[config.mk]
export PLATFORM = sky130hd
export DESIGN_NAME = rd_xbar
export DESIGN_NICKNAME = d
export VERILOG_FILES = /design/src/design/xbar_pkg.sv /design/src/design/addr_decode.sv /design/src/design/decerr_responder.sv /design/src/design/rd_demux.sv /design/src/design/rd_mux.sv /design/src/design/rd_xbar.sv
export VERILOG_INCLUDE_DIRS = /design/src /design/src/include
export SDC_FILE = /design/constraint.sdc
export NUM_CORES = 1
export LEC_CHECK = 0
export ABC_AREA = 1
export BUFFER_PORTS_ARGS = -buffer_cell sky130_fd_sc_hd__buf_2
export CAP_MARGIN = 5
export CORE_AREA = 2 2 201 203
export CTS_CLUSTER_SIZE = 12
export DETAILED_ROUTE_END_ITERATION = 6
export DIE_AREA = 0 0 203 205
export PLACE_DENSITY = 0.62
export SLEW_MARGIN = 40
export SYNTH_ARGS = -nofsm -noshare
export SYNTH_HDL_FRONTEND = slang
export SYNTH_SLANG_ARGS = --single-unit
[constraint.sdc]
create_clock -name clk_i -period 4.02 [get_ports clk_i]
set_clock_uncertainty 0.15 [all_clocks]
set_input_delay 0.402 -clock clk_i [delete_from_list [all_inputs] [get_ports clk_i]]
set_output_delay 0.402 -clock clk_i [all_outputs]
set_load 0.02 [all_outputs]
[src/include/xbar_cfg.svh]
// Read crossbar configuration
`ifndef XBAR_CFG_SVH
`define XBAR_CFG_SVH

// Port counts on both sides of the crossbar
`define XBAR_NUM_SLV 2
`define XBAR_NUM_MST 2
`define XBAR_NUM_RULES 3

// Channel widths
`define XBAR_ADDR_W 32
`define XBAR_DATA_W 32
`define XBAR_SLV_ID_W 4
// Slave ID grows by the bits of the slave port index
`define XBAR_MST_ID_W (`XBAR_SLV_ID_W + $clog2(`XBAR_NUM_SLV))

// Outstanding reads per slave port
`define XBAR_MAX_TRANS 4
// Read data returned with a decode error
`define XBAR_DECERR_DATA 32'hBADCAB1E

`endif

[src/design/xbar_pkg.sv]
// Read crossbar types
`include "xbar_cfg.svh"

package xbar_pkg;

  // Vectors with a meaning of their own
  typedef logic [`XBAR_ADDR_W-1:0]   addr_t;
  typedef logic [`XBAR_DATA_W-1:0]   data_t;
  typedef logic [`XBAR_SLV_ID_W-1:0] slv_id_t;
  // Top bit carries the slave port index
  typedef logic [`XBAR_MST_ID_W-1:0] mst_id_t;
  typedef logic [$clog2(`XBAR_NUM_MST)-1:0] mst_idx_t;
  // One extra value selects the decode-error responder
  typedef logic [$clog2(`XBAR_NUM_MST + 1)-1:0] sel_t;
  typedef logic [1:0] resp_t;

  localparam resp_t RESP_OKAY   = 2'b00;
  localparam resp_t RESP_DECERR = 2'b11;

  // Address rule, start included and end excluded
  typedef struct packed {
    mst_idx_t idx;
    addr_t    start_addr;
    addr_t    end_addr;
  } rule_t;

  // AR channel payloads
  typedef struct packed {
    slv_id_t id;
    addr_t   addr;
  } slv_ar_t;

  typedef struct packed {
    mst_id_t id;
    addr_t   addr;
  } mst_ar_t;

  // R channel payloads
  typedef struct packed {
    slv_id_t id;
    data_t   data;
    resp_t   resp;
  } slv_r_t;

  typedef struct packed {
    mst_id_t id;
    data_t   data;
    resp_t   resp;
  } mst_r_t;

endpackage

[src/design/addr_decode.sv]
// Address map lookup
`include "xbar_cfg.svh"

module addr_decode (
  input  xbar_pkg::addr_t                       addr_i,
  input  xbar_pkg::rule_t [`XBAR_NUM_RULES-1:0] addr_map_i,
  input  logic                                  en_default_i,
  input  xbar_pkg::mst_idx_t                    default_idx_i,
  output xbar_pkg::mst_idx_t                    idx_o,
  output logic                                  dec_error_o
);

  import xbar_pkg::*;

  // Result of the rule scan
  logic     match;
  mst_idx_t match_idx;

  // Walk all rules in order
  // a later match overrides an earlier one, so the highest position wins
  always_comb begin
    match     = 1'b0;
    match_idx = '0;
    for (int unsigned r = 0; r < `XBAR_NUM_RULES; r++) begin
      if ((addr_i >= addr_map_i[r].start_addr) && (addr_i < addr_map_i[r].end_addr)) begin
        match     = 1'b1;
        match_idx = addr_map_i[r].idx;
      end
    end
  end

  // Fall back to the default port when enabled
  always_comb begin
    if (match) begin
      idx_o       = match_idx;
      dec_error_o = 1'b0;
    end else if (en_default_i) begin
      idx_o       = default_idx_i;
      dec_error_o = 1'b0;
    end else begin
      // Index is don't care on an error
      idx_o       = '0;
      dec_error_o = 1'b1;
    end
  end

endmodule

[src/design/decerr_responder.sv]
// Decode-error read responder
`include "xbar_cfg.svh"

module decerr_responder (
  input  logic              clk_i,
  input  logic              rst_i,
  input  xbar_pkg::slv_ar_t ar_i,
  input  logic              ar_valid_i,
  output logic              ar_ready_o,
  output xbar_pkg::slv_r_t  r_o,
  output logic              r_valid_o,
  input  logic              r_ready_i
);

  import xbar_pkg::*;

  typedef enum logic {
    IDLE,
    RESP
  } state_e;

  state_e  state_q, state_d;
  // ID of the request being answered
  slv_id_t id_q;

  assign ar_ready_o = (state_q == IDLE);
  assign r_valid_o  = (state_q == RESP);

  // Fixed error beat, only the ID is echoed
  assign r_o.id   = id_q;
  assign r_o.data = data_t'(`XBAR_DECERR_DATA);
  assign r_o.resp = RESP_DECERR;

  always_comb begin
    state_d = state_q;
    case (state_q)
      IDLE: if (ar_valid_i) state_d = RESP;
      RESP: if (r_ready_i) state_d = IDLE;
      default: state_d = IDLE;
    endcase
  end

  always_ff @(posedge clk_i) begin
    if (rst_i) begin
      state_q <= IDLE;
    end else begin
      state_q <= state_d;
    end
  end

  // Capture the ID on AR acceptance
  always_ff @(posedge clk_i) begin
    if (ar_valid_i && ar_ready_o) begin
      id_q <= ar_i.id;
    end
  end

endmodule

[src/design/rd_demux.sv]
// Read demultiplexer for one slave port
`include "xbar_cfg.svh"

module rd_demux (
  input  logic                                  clk_i,
  input  logic                                  rst_i,
  // Slave port side
  input  xbar_pkg::slv_ar_t                     slv_ar_i,
  input  logic                                  slv_ar_valid_i,
  output logic                                  slv_ar_ready_o,
  output xbar_pkg::slv_r_t                      slv_r_o,
  output logic                                  slv_r_valid_o,
  input  logic                                  slv_r_ready_i,
  input  xbar_pkg::sel_t                        sel_i,
  // One leg per master port plus the error responder
  output xbar_pkg::slv_ar_t [`XBAR_NUM_MST:0]   mst_ar_o,
  output logic              [`XBAR_NUM_MST:0]   mst_ar_valid_o,
  input  logic              [`XBAR_NUM_MST:0]   mst_ar_ready_i,
  input  xbar_pkg::slv_r_t  [`XBAR_NUM_MST:0]   mst_r_i,
  input  logic              [`XBAR_NUM_MST:0]   mst_r_valid_i,
  output logic              [`XBAR_NUM_MST:0]   mst_r_ready_o
);

  import xbar_pkg::*;

  localparam int unsigned NUM_LEGS = `XBAR_NUM_MST + 1;
  localparam int unsigned CNT_W    = $clog2(`XBAR_MAX_TRANS + 1);

  // Outstanding reads and where they went
  logic [CNT_W-1:0] cnt_q;
  sel_t             dest_q;

  logic stall;
  logic leg_ready;
  logic ar_hs;
  logic r_hs;

  // Hold a new AR while reads to another leg are in flight, or when full
  assign stall = ((cnt_q != '0) && (dest_q != sel_i)) ||
                 (cnt_q == CNT_W'(`XBAR_MAX_TRANS));

  // AR payload goes to every leg, only the selected one sees valid
  always_comb begin
    leg_ready = 1'b0;
    for (int unsigned l = 0; l < NUM_LEGS; l++) begin
      mst_ar_o[l]       = slv_ar_i;
      mst_ar_valid_o[l] = slv_ar_valid_i && !stall && (sel_i == sel_t'(l));
      if (sel_i == sel_t'(l)) begin
        leg_ready = mst_ar_ready_i[l];
      end
    end
  end

  assign slv_ar_ready_o = !stall && leg_ready;
  assign ar_hs          = slv_ar_valid_i && slv_ar_ready_o;

  // R merge, lowest valid leg first
  // The ordering stall keeps at most one leg active anyway
  always_comb begin
    slv_r_o       = mst_r_i[0];
    slv_r_valid_o = 1'b0;
    mst_r_ready_o = '0;
    for (int unsigned l = 0; l < NUM_LEGS; l++) begin
      if (!slv_r_valid_o && mst_r_valid_i[l]) begin
        slv_r_o          = mst_r_i[l];
        slv_r_valid_o    = 1'b1;
        mst_r_ready_o[l] = slv_r_ready_i;
      end
    end
  end

  assign r_hs = slv_r_valid_o && slv_r_ready_i;

  // Outstanding counter and destination tracking
  always_ff @(posedge clk_i) begin
    if (rst_i) begin
      cnt_q  <= '0;
      dest_q <= '0;
    end else begin
      if (ar_hs && !r_hs) begin
        cnt_q <= cnt_q + 1'b1;
      end else if (r_hs && !ar_hs) begin
        cnt_q <= cnt_q - 1'b1;
      end
      // Destination only moves when nothing else is in flight
      if (ar_hs) begin
        dest_q <= sel_i;
      end
    end
  end

endmodule

[src/design/rd_mux.sv]
// Read multiplexer for one master port
`include "xbar_cfg.svh"

module rd_mux (
  input  logic                                  clk_i,
  input  logic                                  rst_i,
  // One leg per slave port
  input  xbar_pkg::slv_ar_t [`XBAR_NUM_SLV-1:0] slv_ar_i,
  input  logic              [`XBAR_NUM_SLV-1:0] slv_ar_valid_i,
  output logic              [`XBAR_NUM_SLV-1:0] slv_ar_ready_o,
  output xbar_pkg::slv_r_t  [`XBAR_NUM_SLV-1:0] slv_r_o,
  output logic              [`XBAR_NUM_SLV-1:0] slv_r_valid_o,
  input  logic              [`XBAR_NUM_SLV-1:0] slv_r_ready_i,
  // Master port side
  output xbar_pkg::mst_ar_t                     mst_ar_o,
  output logic                                  mst_ar_valid_o,
  input  logic                                  mst_ar_ready_i,
  input  xbar_pkg::mst_r_t                      mst_r_i,
  input  logic                                  mst_r_valid_i,
  output logic                                  mst_r_ready_o
);

  import xbar_pkg::*;

  localparam int unsigned SLV_IDX_W = `XBAR_MST_ID_W - `XBAR_SLV_ID_W;

  typedef logic [SLV_IDX_W-1:0] slv_idx_t;

  // Round-robin pointer and the grant held under back-pressure
  slv_idx_t ptr_q;
  slv_idx_t gnt_q;
  logic     lock_q;

  slv_idx_t arb_idx;
  logic     arb_found;
  slv_idx_t win_idx;
  slv_idx_t r_idx;
  logic     ar_hs;

  // Search from the pointer for the first valid leg
  always_comb begin
    int unsigned cand;
    arb_idx   = ptr_q;
    arb_found = 1'b0;
    for (int unsigned k = 0; k < `XBAR_NUM_SLV; k++) begin
      cand = (int'(ptr_q) + k) % `XBAR_NUM_SLV;
      if (!arb_found && slv_ar_valid_i[cand]) begin
        arb_found = 1'b1;
        arb_idx   = slv_idx_t'(cand);
      end
    end
  end

  // A pending grant keeps its leg until the handshake
  assign win_idx        = lock_q ? gnt_q : arb_idx;
  assign mst_ar_valid_o = lock_q ? slv_ar_valid_i[gnt_q] : arb_found;

  // Winner's index goes on top of its ID
  assign mst_ar_o.id   = {win_idx, slv_ar_i[win_idx].id};
  assign mst_ar_o.addr = slv_ar_i[win_idx].addr;

  always_comb begin
    for (int unsigned s = 0; s < `XBAR_NUM_SLV; s++) begin
      slv_ar_ready_o[s] = mst_ar_ready_i && mst_ar_valid_o && (win_idx == slv_idx_t'(s));
    end
  end

  assign ar_hs = mst_ar_valid_o && mst_ar_ready_i;

  always_ff @(posedge clk_i) begin
    if (rst_i) begin
      ptr_q  <= '0;
      gnt_q  <= '0;
      lock_q <= 1'b0;
    end else if (ar_hs) begin
      // Next search starts just past the winner
      ptr_q  <= slv_idx_t'((int'(win_idx) + 1) % `XBAR_NUM_SLV);
      lock_q <= 1'b0;
    end else if (mst_ar_valid_o) begin
      gnt_q  <= win_idx;
      lock_q <= 1'b1;
    end
  end

  // R goes back to the leg named by the ID prefix
  assign r_idx = mst_r_i.id[`XBAR_MST_ID_W-1 -: SLV_IDX_W];

  always_comb begin
    mst_r_ready_o = 1'b0;
    for (int unsigned s = 0; s < `XBAR_NUM_SLV; s++) begin
      // Prefix stripped on the way back
      slv_r_o[s].id     = mst_r_i.id[`XBAR_SLV_ID_W-1:0];
      slv_r_o[s].data   = mst_r_i.data;
      slv_r_o[s].resp   = mst_r_i.resp;
      slv_r_valid_o[s]  = mst_r_valid_i && (r_idx == slv_idx_t'(s));
      if (r_idx == slv_idx_t'(s)) begin
        mst_r_ready_o = slv_r_ready_i[s];
      end
    end
  end

endmodule

[src/design/rd_xbar.sv]
// Read-only crossbar top
`include "xbar_cfg.svh"

module rd_xbar (
  input  logic                                    clk_i,
  input  logic                                    rst_i,
  // Slave ports, requesters connect here
  input  xbar_pkg::slv_ar_t  [`XBAR_NUM_SLV-1:0]  slv_ar_i,
  input  logic               [`XBAR_NUM_SLV-1:0]  slv_ar_valid_i,
  output logic               [`XBAR_NUM_SLV-1:0]  slv_ar_ready_o,
  output xbar_pkg::slv_r_t   [`XBAR_NUM_SLV-1:0]  slv_r_o,
  output logic               [`XBAR_NUM_SLV-1:0]  slv_r_valid_o,
  input  logic               [`XBAR_NUM_SLV-1:0]  slv_r_ready_i,
  // Master ports, memories connect here
  output xbar_pkg::mst_ar_t  [`XBAR_NUM_MST-1:0]  mst_ar_o,
  output logic               [`XBAR_NUM_MST-1:0]  mst_ar_valid_o,
  input  logic               [`XBAR_NUM_MST-1:0]  mst_ar_ready_i,
  input  xbar_pkg::mst_r_t   [`XBAR_NUM_MST-1:0]  mst_r_i,
  input  logic               [`XBAR_NUM_MST-1:0]  mst_r_valid_i,
  output logic               [`XBAR_NUM_MST-1:0]  mst_r_ready_o,
  // Address map and per slave port default
  input  xbar_pkg::rule_t    [`XBAR_NUM_RULES-1:0] addr_map_i,
  input  logic               [`XBAR_NUM_SLV-1:0]  en_default_i,
  input  xbar_pkg::mst_idx_t [`XBAR_NUM_SLV-1:0]  default_idx_i
);

  import xbar_pkg::*;

  // Demux legs, the last one of each goes to the error responder
  slv_ar_t [`XBAR_NUM_SLV-1:0][`XBAR_NUM_MST:0] dmx_ar;
  logic    [`XBAR_NUM_SLV-1:0][`XBAR_NUM_MST:0] dmx_ar_valid;
  logic    [`XBAR_NUM_SLV-1:0][`XBAR_NUM_MST:0] dmx_ar_ready;
  slv_r_t  [`XBAR_NUM_SLV-1:0][`XBAR_NUM_MST:0] dmx_r;
  logic    [`XBAR_NUM_SLV-1:0][`XBAR_NUM_MST:0] dmx_r_valid;
  logic    [`XBAR_NUM_SLV-1:0][`XBAR_NUM_MST:0] dmx_r_ready;

  // Mux legs, indexed master port first
  slv_ar_t [`XBAR_NUM_MST-1:0][`XBAR_NUM_SLV-1:0] mux_ar;
  logic    [`XBAR_NUM_MST-1:0][`XBAR_NUM_SLV-1:0] mux_ar_valid;
  logic    [`XBAR_NUM_MST-1:0][`XBAR_NUM_SLV-1:0] mux_ar_ready;
  slv_r_t  [`XBAR_NUM_MST-1:0][`XBAR_NUM_SLV-1:0] mux_r;
  logic    [`XBAR_NUM_MST-1:0][`XBAR_NUM_SLV-1:0] mux_r_valid;
  logic    [`XBAR_NUM_MST-1:0][`XBAR_NUM_SLV-1:0] mux_r_ready;

  for (genvar i = 0; i < `XBAR_NUM_SLV; i++) begin : gen_slv_port
    mst_idx_t dec_idx;
    logic     dec_error;
    sel_t     ar_sel;

    addr_decode u_decode (
      .addr_i        (slv_ar_i[i].addr),
      .addr_map_i    (addr_map_i),
      .en_default_i  (en_default_i[i]),
      .default_idx_i (default_idx_i[i]),
      .idx_o         (dec_idx),
      .dec_error_o   (dec_error)
    );

    // Unmapped reads go to the extra leg
    assign ar_sel = dec_error ? sel_t'(`XBAR_NUM_MST) : sel_t'(dec_idx);

    rd_demux u_demux (
      .clk_i          (clk_i),
      .rst_i          (rst_i),
      .slv_ar_i       (slv_ar_i[i]),
      .slv_ar_valid_i (slv_ar_valid_i[i]),
      .slv_ar_ready_o (slv_ar_ready_o[i]),
      .slv_r_o        (slv_r_o[i]),
      .slv_r_valid_o  (slv_r_valid_o[i]),
      .slv_r_ready_i  (slv_r_ready_i[i]),
      .sel_i          (ar_sel),
      .mst_ar_o       (dmx_ar[i]),
      .mst_ar_valid_o (dmx_ar_valid[i]),
      .mst_ar_ready_i (dmx_ar_ready[i]),
      .mst_r_i        (dmx_r[i]),
      .mst_r_valid_i  (dmx_r_valid[i]),
      .mst_r_ready_o  (dmx_r_ready[i])
    );

    decerr_responder u_decerr (
      .clk_i      (clk_i),
      .rst_i      (rst_i),
      .ar_i       (dmx_ar[i][`XBAR_NUM_MST]),
      .ar_valid_i (dmx_ar_valid[i][`XBAR_NUM_MST]),
      .ar_ready_o (dmx_ar_ready[i][`XBAR_NUM_MST]),
      .r_o        (dmx_r[i][`XBAR_NUM_MST]),
      .r_valid_o  (dmx_r_valid[i][`XBAR_NUM_MST]),
      .r_ready_i  (dmx_r_ready[i][`XBAR_NUM_MST])
    );

    // Cross the remaining legs over to the muxes
    for (genvar j = 0; j < `XBAR_NUM_MST; j++) begin : gen_cross
      assign mux_ar[j][i]       = dmx_ar[i][j];
      assign mux_ar_valid[j][i] = dmx_ar_valid[i][j];
      assign dmx_ar_ready[i][j] = mux_ar_ready[j][i];
      assign dmx_r[i][j]        = mux_r[j][i];
      assign dmx_r_valid[i][j]  = mux_r_valid[j][i];
      assign mux_r_ready[j][i]  = dmx_r_ready[i][j];
    end
  end

  for (genvar j = 0; j < `XBAR_NUM_MST; j++) begin : gen_mst_port
    rd_mux u_mux (
      .clk_i          (clk_i),
      .rst_i          (rst_i),
      .slv_ar_i       (mux_ar[j]),
      .slv_ar_valid_i (mux_ar_valid[j]),
      .slv_ar_ready_o (mux_ar_ready[j]),
      .slv_r_o        (mux_r[j]),
      .slv_r_valid_o  (mux_r_valid[j]),
      .slv_r_ready_i  (mux_r_ready[j]),
      .mst_ar_o       (mst_ar_o[j]),
      .mst_ar_valid_o (mst_ar_valid_o[j]),
      .mst_ar_ready_i (mst_ar_ready_i[j]),
      .mst_r_i        (mst_r_i[j]),
      .mst_r_valid_i  (mst_r_valid_i[j]),
      .mst_r_ready_o  (mst_r_ready_o[j])
    );
  end

endmodule

==> impl_results.rst <==
.. list-table::
   :header-rows: 1

   * - Metric
     - Value
   * - Outcome
     - finished with violations
   * - Failing checks
     - setup timing
   * - Max-capacitance violation count
     - 0
   * - Routed vias/inst
     - 5.06
   * - Global-route congestion overflow total
     - 0
   * - Sequential share of the synthesized area
     - 0.0458
   * - Hpwl dp
     - 51.8 mm
   * - Met2 track demand over resource in global routing
     - 0.521
   * - Largest buffer count on any clock path
     - 2
   * - Portion of total power attributed to combinational logic
     - 0.894
   * - Primary FF master, synth
     - sky130_fd_sc_hd__dfxtp_1
   * - Critical Path End Type
     - flop
   * - Count of standard-cell rows
     - 73
   * - Horizontal extent of the die
     - roughly 200 µm
   * - First DRT Iteration DRCs
     - 1098
   * - Total setup violations reported at the end of the flow
     - 50
   * - Via count
     - approximately 17000
   * - Maximum vdd ir drop
     - 0.234 mV
   * - Max Clock Freq
     - approximately 240 MHz
   * - Most frequent cells in the layout
     - sky130_fd_sc_hd__nand2_1, sky130_fd_sc_hd__buf_2, sky130_fd_sc_hd__inv_1
   * - GR Layer Usage met1
     - 0.342
   * - Shortest period the worst path allows
     - 4.22 ns
   * - Number of nets at the end of the flow
     - 3602
   * - Largest net degree at the start of global routing
     - 43
   * - Average instance area after synthesis
     - 6.17 µm²
   * - Ratio of total power to cell area
     - between 200 and 300 nW/µm²
   * - Switching power summed over all nets
     - approximately 0.0031 W
   * - Cell class contributing the biggest share of worst-path delay
     - simple AND/OR/NAND/NOR gates
   * - DRC errors left
     - 0
   * - Most heavily used metal layer in global routing
     - met2
   * - Fin crit share
     - 1.05
   * - Final Hold Violating Endpoints
     - 0
   * - Number of flops mapped to enable cells by yosys
     - 8
   * - Clk root buf
     - sky130_fd_sc_hd__clkbuf_16
   * - Clock latency of the later-clocked register in the worst-skew pair
     - between 0.2 and 0.3 ns
   * - Fraction of synthesis flops using an asynchronous set or reset pin
     - 0
   * - # port buffers
     - 516
   * - Total global-route track usage
     - 0.290
   * - Number of H-tree branching levels
     - 1
   * - Routed wire length
     - 64.2 mm
   * - Area inside the core boundary
     - 39400 µm²
   * - Fin worst setup slack
     - -0.205 ns
   * - Leading cell type in the layout, fill and taps excluded
     - sky130_fd_sc_hd__nand2_1
   * - CP required
     - 4.02 ns
   * - GP Congestion
     - approximately 0.96
   * - Final core utilization
     - 0.511
   * - DRT Pass-1 Iters
     - 5
   * - Longest individual stage delay on the worst path
     - between 0.3 and 0.4 ns
   * - Critical setup path kind
     - in2reg
   * - Flop2flop setup slack
     - 0.90 ns
   * - Data arrival time of the worst path
     - 4.23 ns
   * - Number of slew-limit violations in the final report
     - 0
   * - Number of nets produced by synthesis
     - 2866
   * - Top fanout value on the critical path
     - 6
   * - Pin slew with the least headroom to its limit
     - about 0.75 ns
   * - Distinct cells, synth
     - 49
   * - Net Sw Frac
     - 0.543
   * - First-pass GRT wire length
     - 93.6 mm
   * - RSZ-0062 raised after global routing
     - true
   * - Detail-routed net length per standard cell
     - 18.9 µm
   * - Clock-pin slew on the worst setup and hold paths
     - 0.07 ns
   * - Clock tree from TritonCTS
     - done
   * - Initial antenna violation count
     - 15
   * - Post-route worst hold slack
     - 0.190 ns
   * - Number of clock buffers inserted by TritonCTS
     - 3
   * - Cts hold-fix bufs
     - 0
   * - Initial Util
     - 0.333
   * - Portion of total power attributed to sequential cells
     - 0.063
   * - Yosys warnings
     - 0
   * - Number of cells produced by synthesis
     - 2125
   * - Worst path bufs/invs
     - 5
   * - Number of top-level pins
     - 517
   * - Clk pwr share
     - 0.043
   * - Worst hold-check path type
     - in2reg
   * - Number of global-route vias before repair
     - 16900
   * - Area added between synthesis and finish
     - 53.5%
   * - Slowest cell on the critical path
     - sky130_fd_sc_hd__fa_2
   * - Post-synthesis cell area
     - 13100 µm²
   * - Share of cells above drive strength 1
     - 0.366
   * - Worst Setup Start Kind
     - primary input
   * - Clock Sink Count
     - 26
   * - Seq cells post-synth
     - 26
   * - Leakage power
     - 11.7 nW
   * - Met3 capacity usage during global routing
     - 0.0297
   * - Antenna Violating Nets Remaining
     - 0
   * - Die area
     - 41600 µm²
   * - Worst slew margin relative to its limit
     - 0.500
   * - Int Pwr
     - 0.00263 W
   * - Y dimension of the die
     - 205 µm
-- path summary, 6_finish.rpt --
check | start | end | depth (start not counted)
hold reg to reg | gen_slv_port[0].u_demux.cnt_q[2]$_SDFFE_PP0P_ | gen_slv_port[0].u_demux.cnt_q[2]$_SDFFE_PP0P_ | 2
setup / recovery | addr_map_i[27] | gen_slv_port[1].u_demux.cnt_q[2]$_SDFFE_PP0P_ | 28
hold / removal | slv_ar_i[69] | gen_slv_port[1].u_decerr.id_q[1]$_DFFE_PP_ | 1
setup reg to reg | gen_slv_port[1].u_demux.cnt_q[0]$_SDFFE_PP0P_ | gen_slv_port[1].u_demux.cnt_q[2]$_SDFFE_PP0P_ | 19
-- logic make-up after synthesis --
family / after synthesis / share of synthesized area
AO/OA/AOI/OAI: 377 / 0.155
adder cells (fa/ha/maj): 382 / 0.366
buffers and inverters: 416 / 0.127
flip-flops: 26 / 0.0458
AND/OR/NAND/NOR: 924 / 0.307
-- Yosys cell counts (all sizes together) (3+ instances only) --
cell	n	area [µm²]
nand2	566	2170
ha	380	4750
inv	364	1370
nor2	187	744
a21oi	178	898
o21ai	144	721
nand3	92	576
nand4	44	315
clkbuf	26	97.6
buf	25	165
nor3	22	125
o21a	19	143
dfxtp	18	360
a31oi	9	56.3
edfxtp	8	240
o211ai	6	45.0
o21bai	6	45.0
a21o	5	37.5
nor4	5	31.3
or2	3	18.8
-- power by group through the flow --
stage	clock network, W	registers (W)	logic [W]
after detailed placement	0	0.000366	0.00387
after CTS	0.000253	0.000360	0.00461
after global routing	0.000267	0.000368	0.00551
final	0.000246	0.000362	0.00514
after floorplan	0	0.000356	0.00232
after global placement	0	0.000365	0.00381
-- final cells by class --
type                            instances  area, µm²
Antenna cell                           12       30.0
Multi-Input combinational cell       1683      12100
Sequential cell                        26        601
Fill cell                            3926      19300
Clock buffer                            4       88.8
Timing Repair Buffer                  783       5240
Inverter                              364       1380
Tap cell                              525        657
-- repair_timing --
item	CTS	global route
buffers inserted	38	8
endpoints found under the setup margin	82	86
cloned	3	6
resized for setup	280	86
pin swaps	101	45
-- metal layers --
metal  wire, µm  vias to the layer above
met5         47                        -
met4       3820                        8
met3       3810                      135
met2      30700                      637
met1      25900                     7913
li1           -                     8480
-- state kept, by name (all words and copies together) (netlist names) --
signal,count
gen_slv_port.u_decerr.id_q,8
gen_slv_port.u_demux.cnt_q,6
gen_slv_port.u_demux.dest_q,4
gen_mst_port.u_mux.gnt_q,2
gen_mst_port.u_mux.lock_q,2
gen_mst_port.u_mux.ptr_q,2
gen_slv_port.u_decerr.r_valid_o,2
-- through the flow --
stage | setup WS (ns) | std cells | instance area [µm²] | power (W) | setup TNS [ns]
floorplan | 0.172 | 2125 | 13100 | 0.00268 | 0
global placement | -0.793 | 3329 | 17800 | 0.00418 | -30.30
detailed placement | -0.847 | 3329 | 17800 | 0.00423 | -35.61
CTS | -0.0236 | 3372 | 19600 | 0.00522 | -0.183
global route | -0.390 | 3395 | 20100 | 0.00614 | -19.36
finish | -0.205 | 3397 | 20100 | 0.00575 | -5.29
Power figures use the tool's default switching activity.
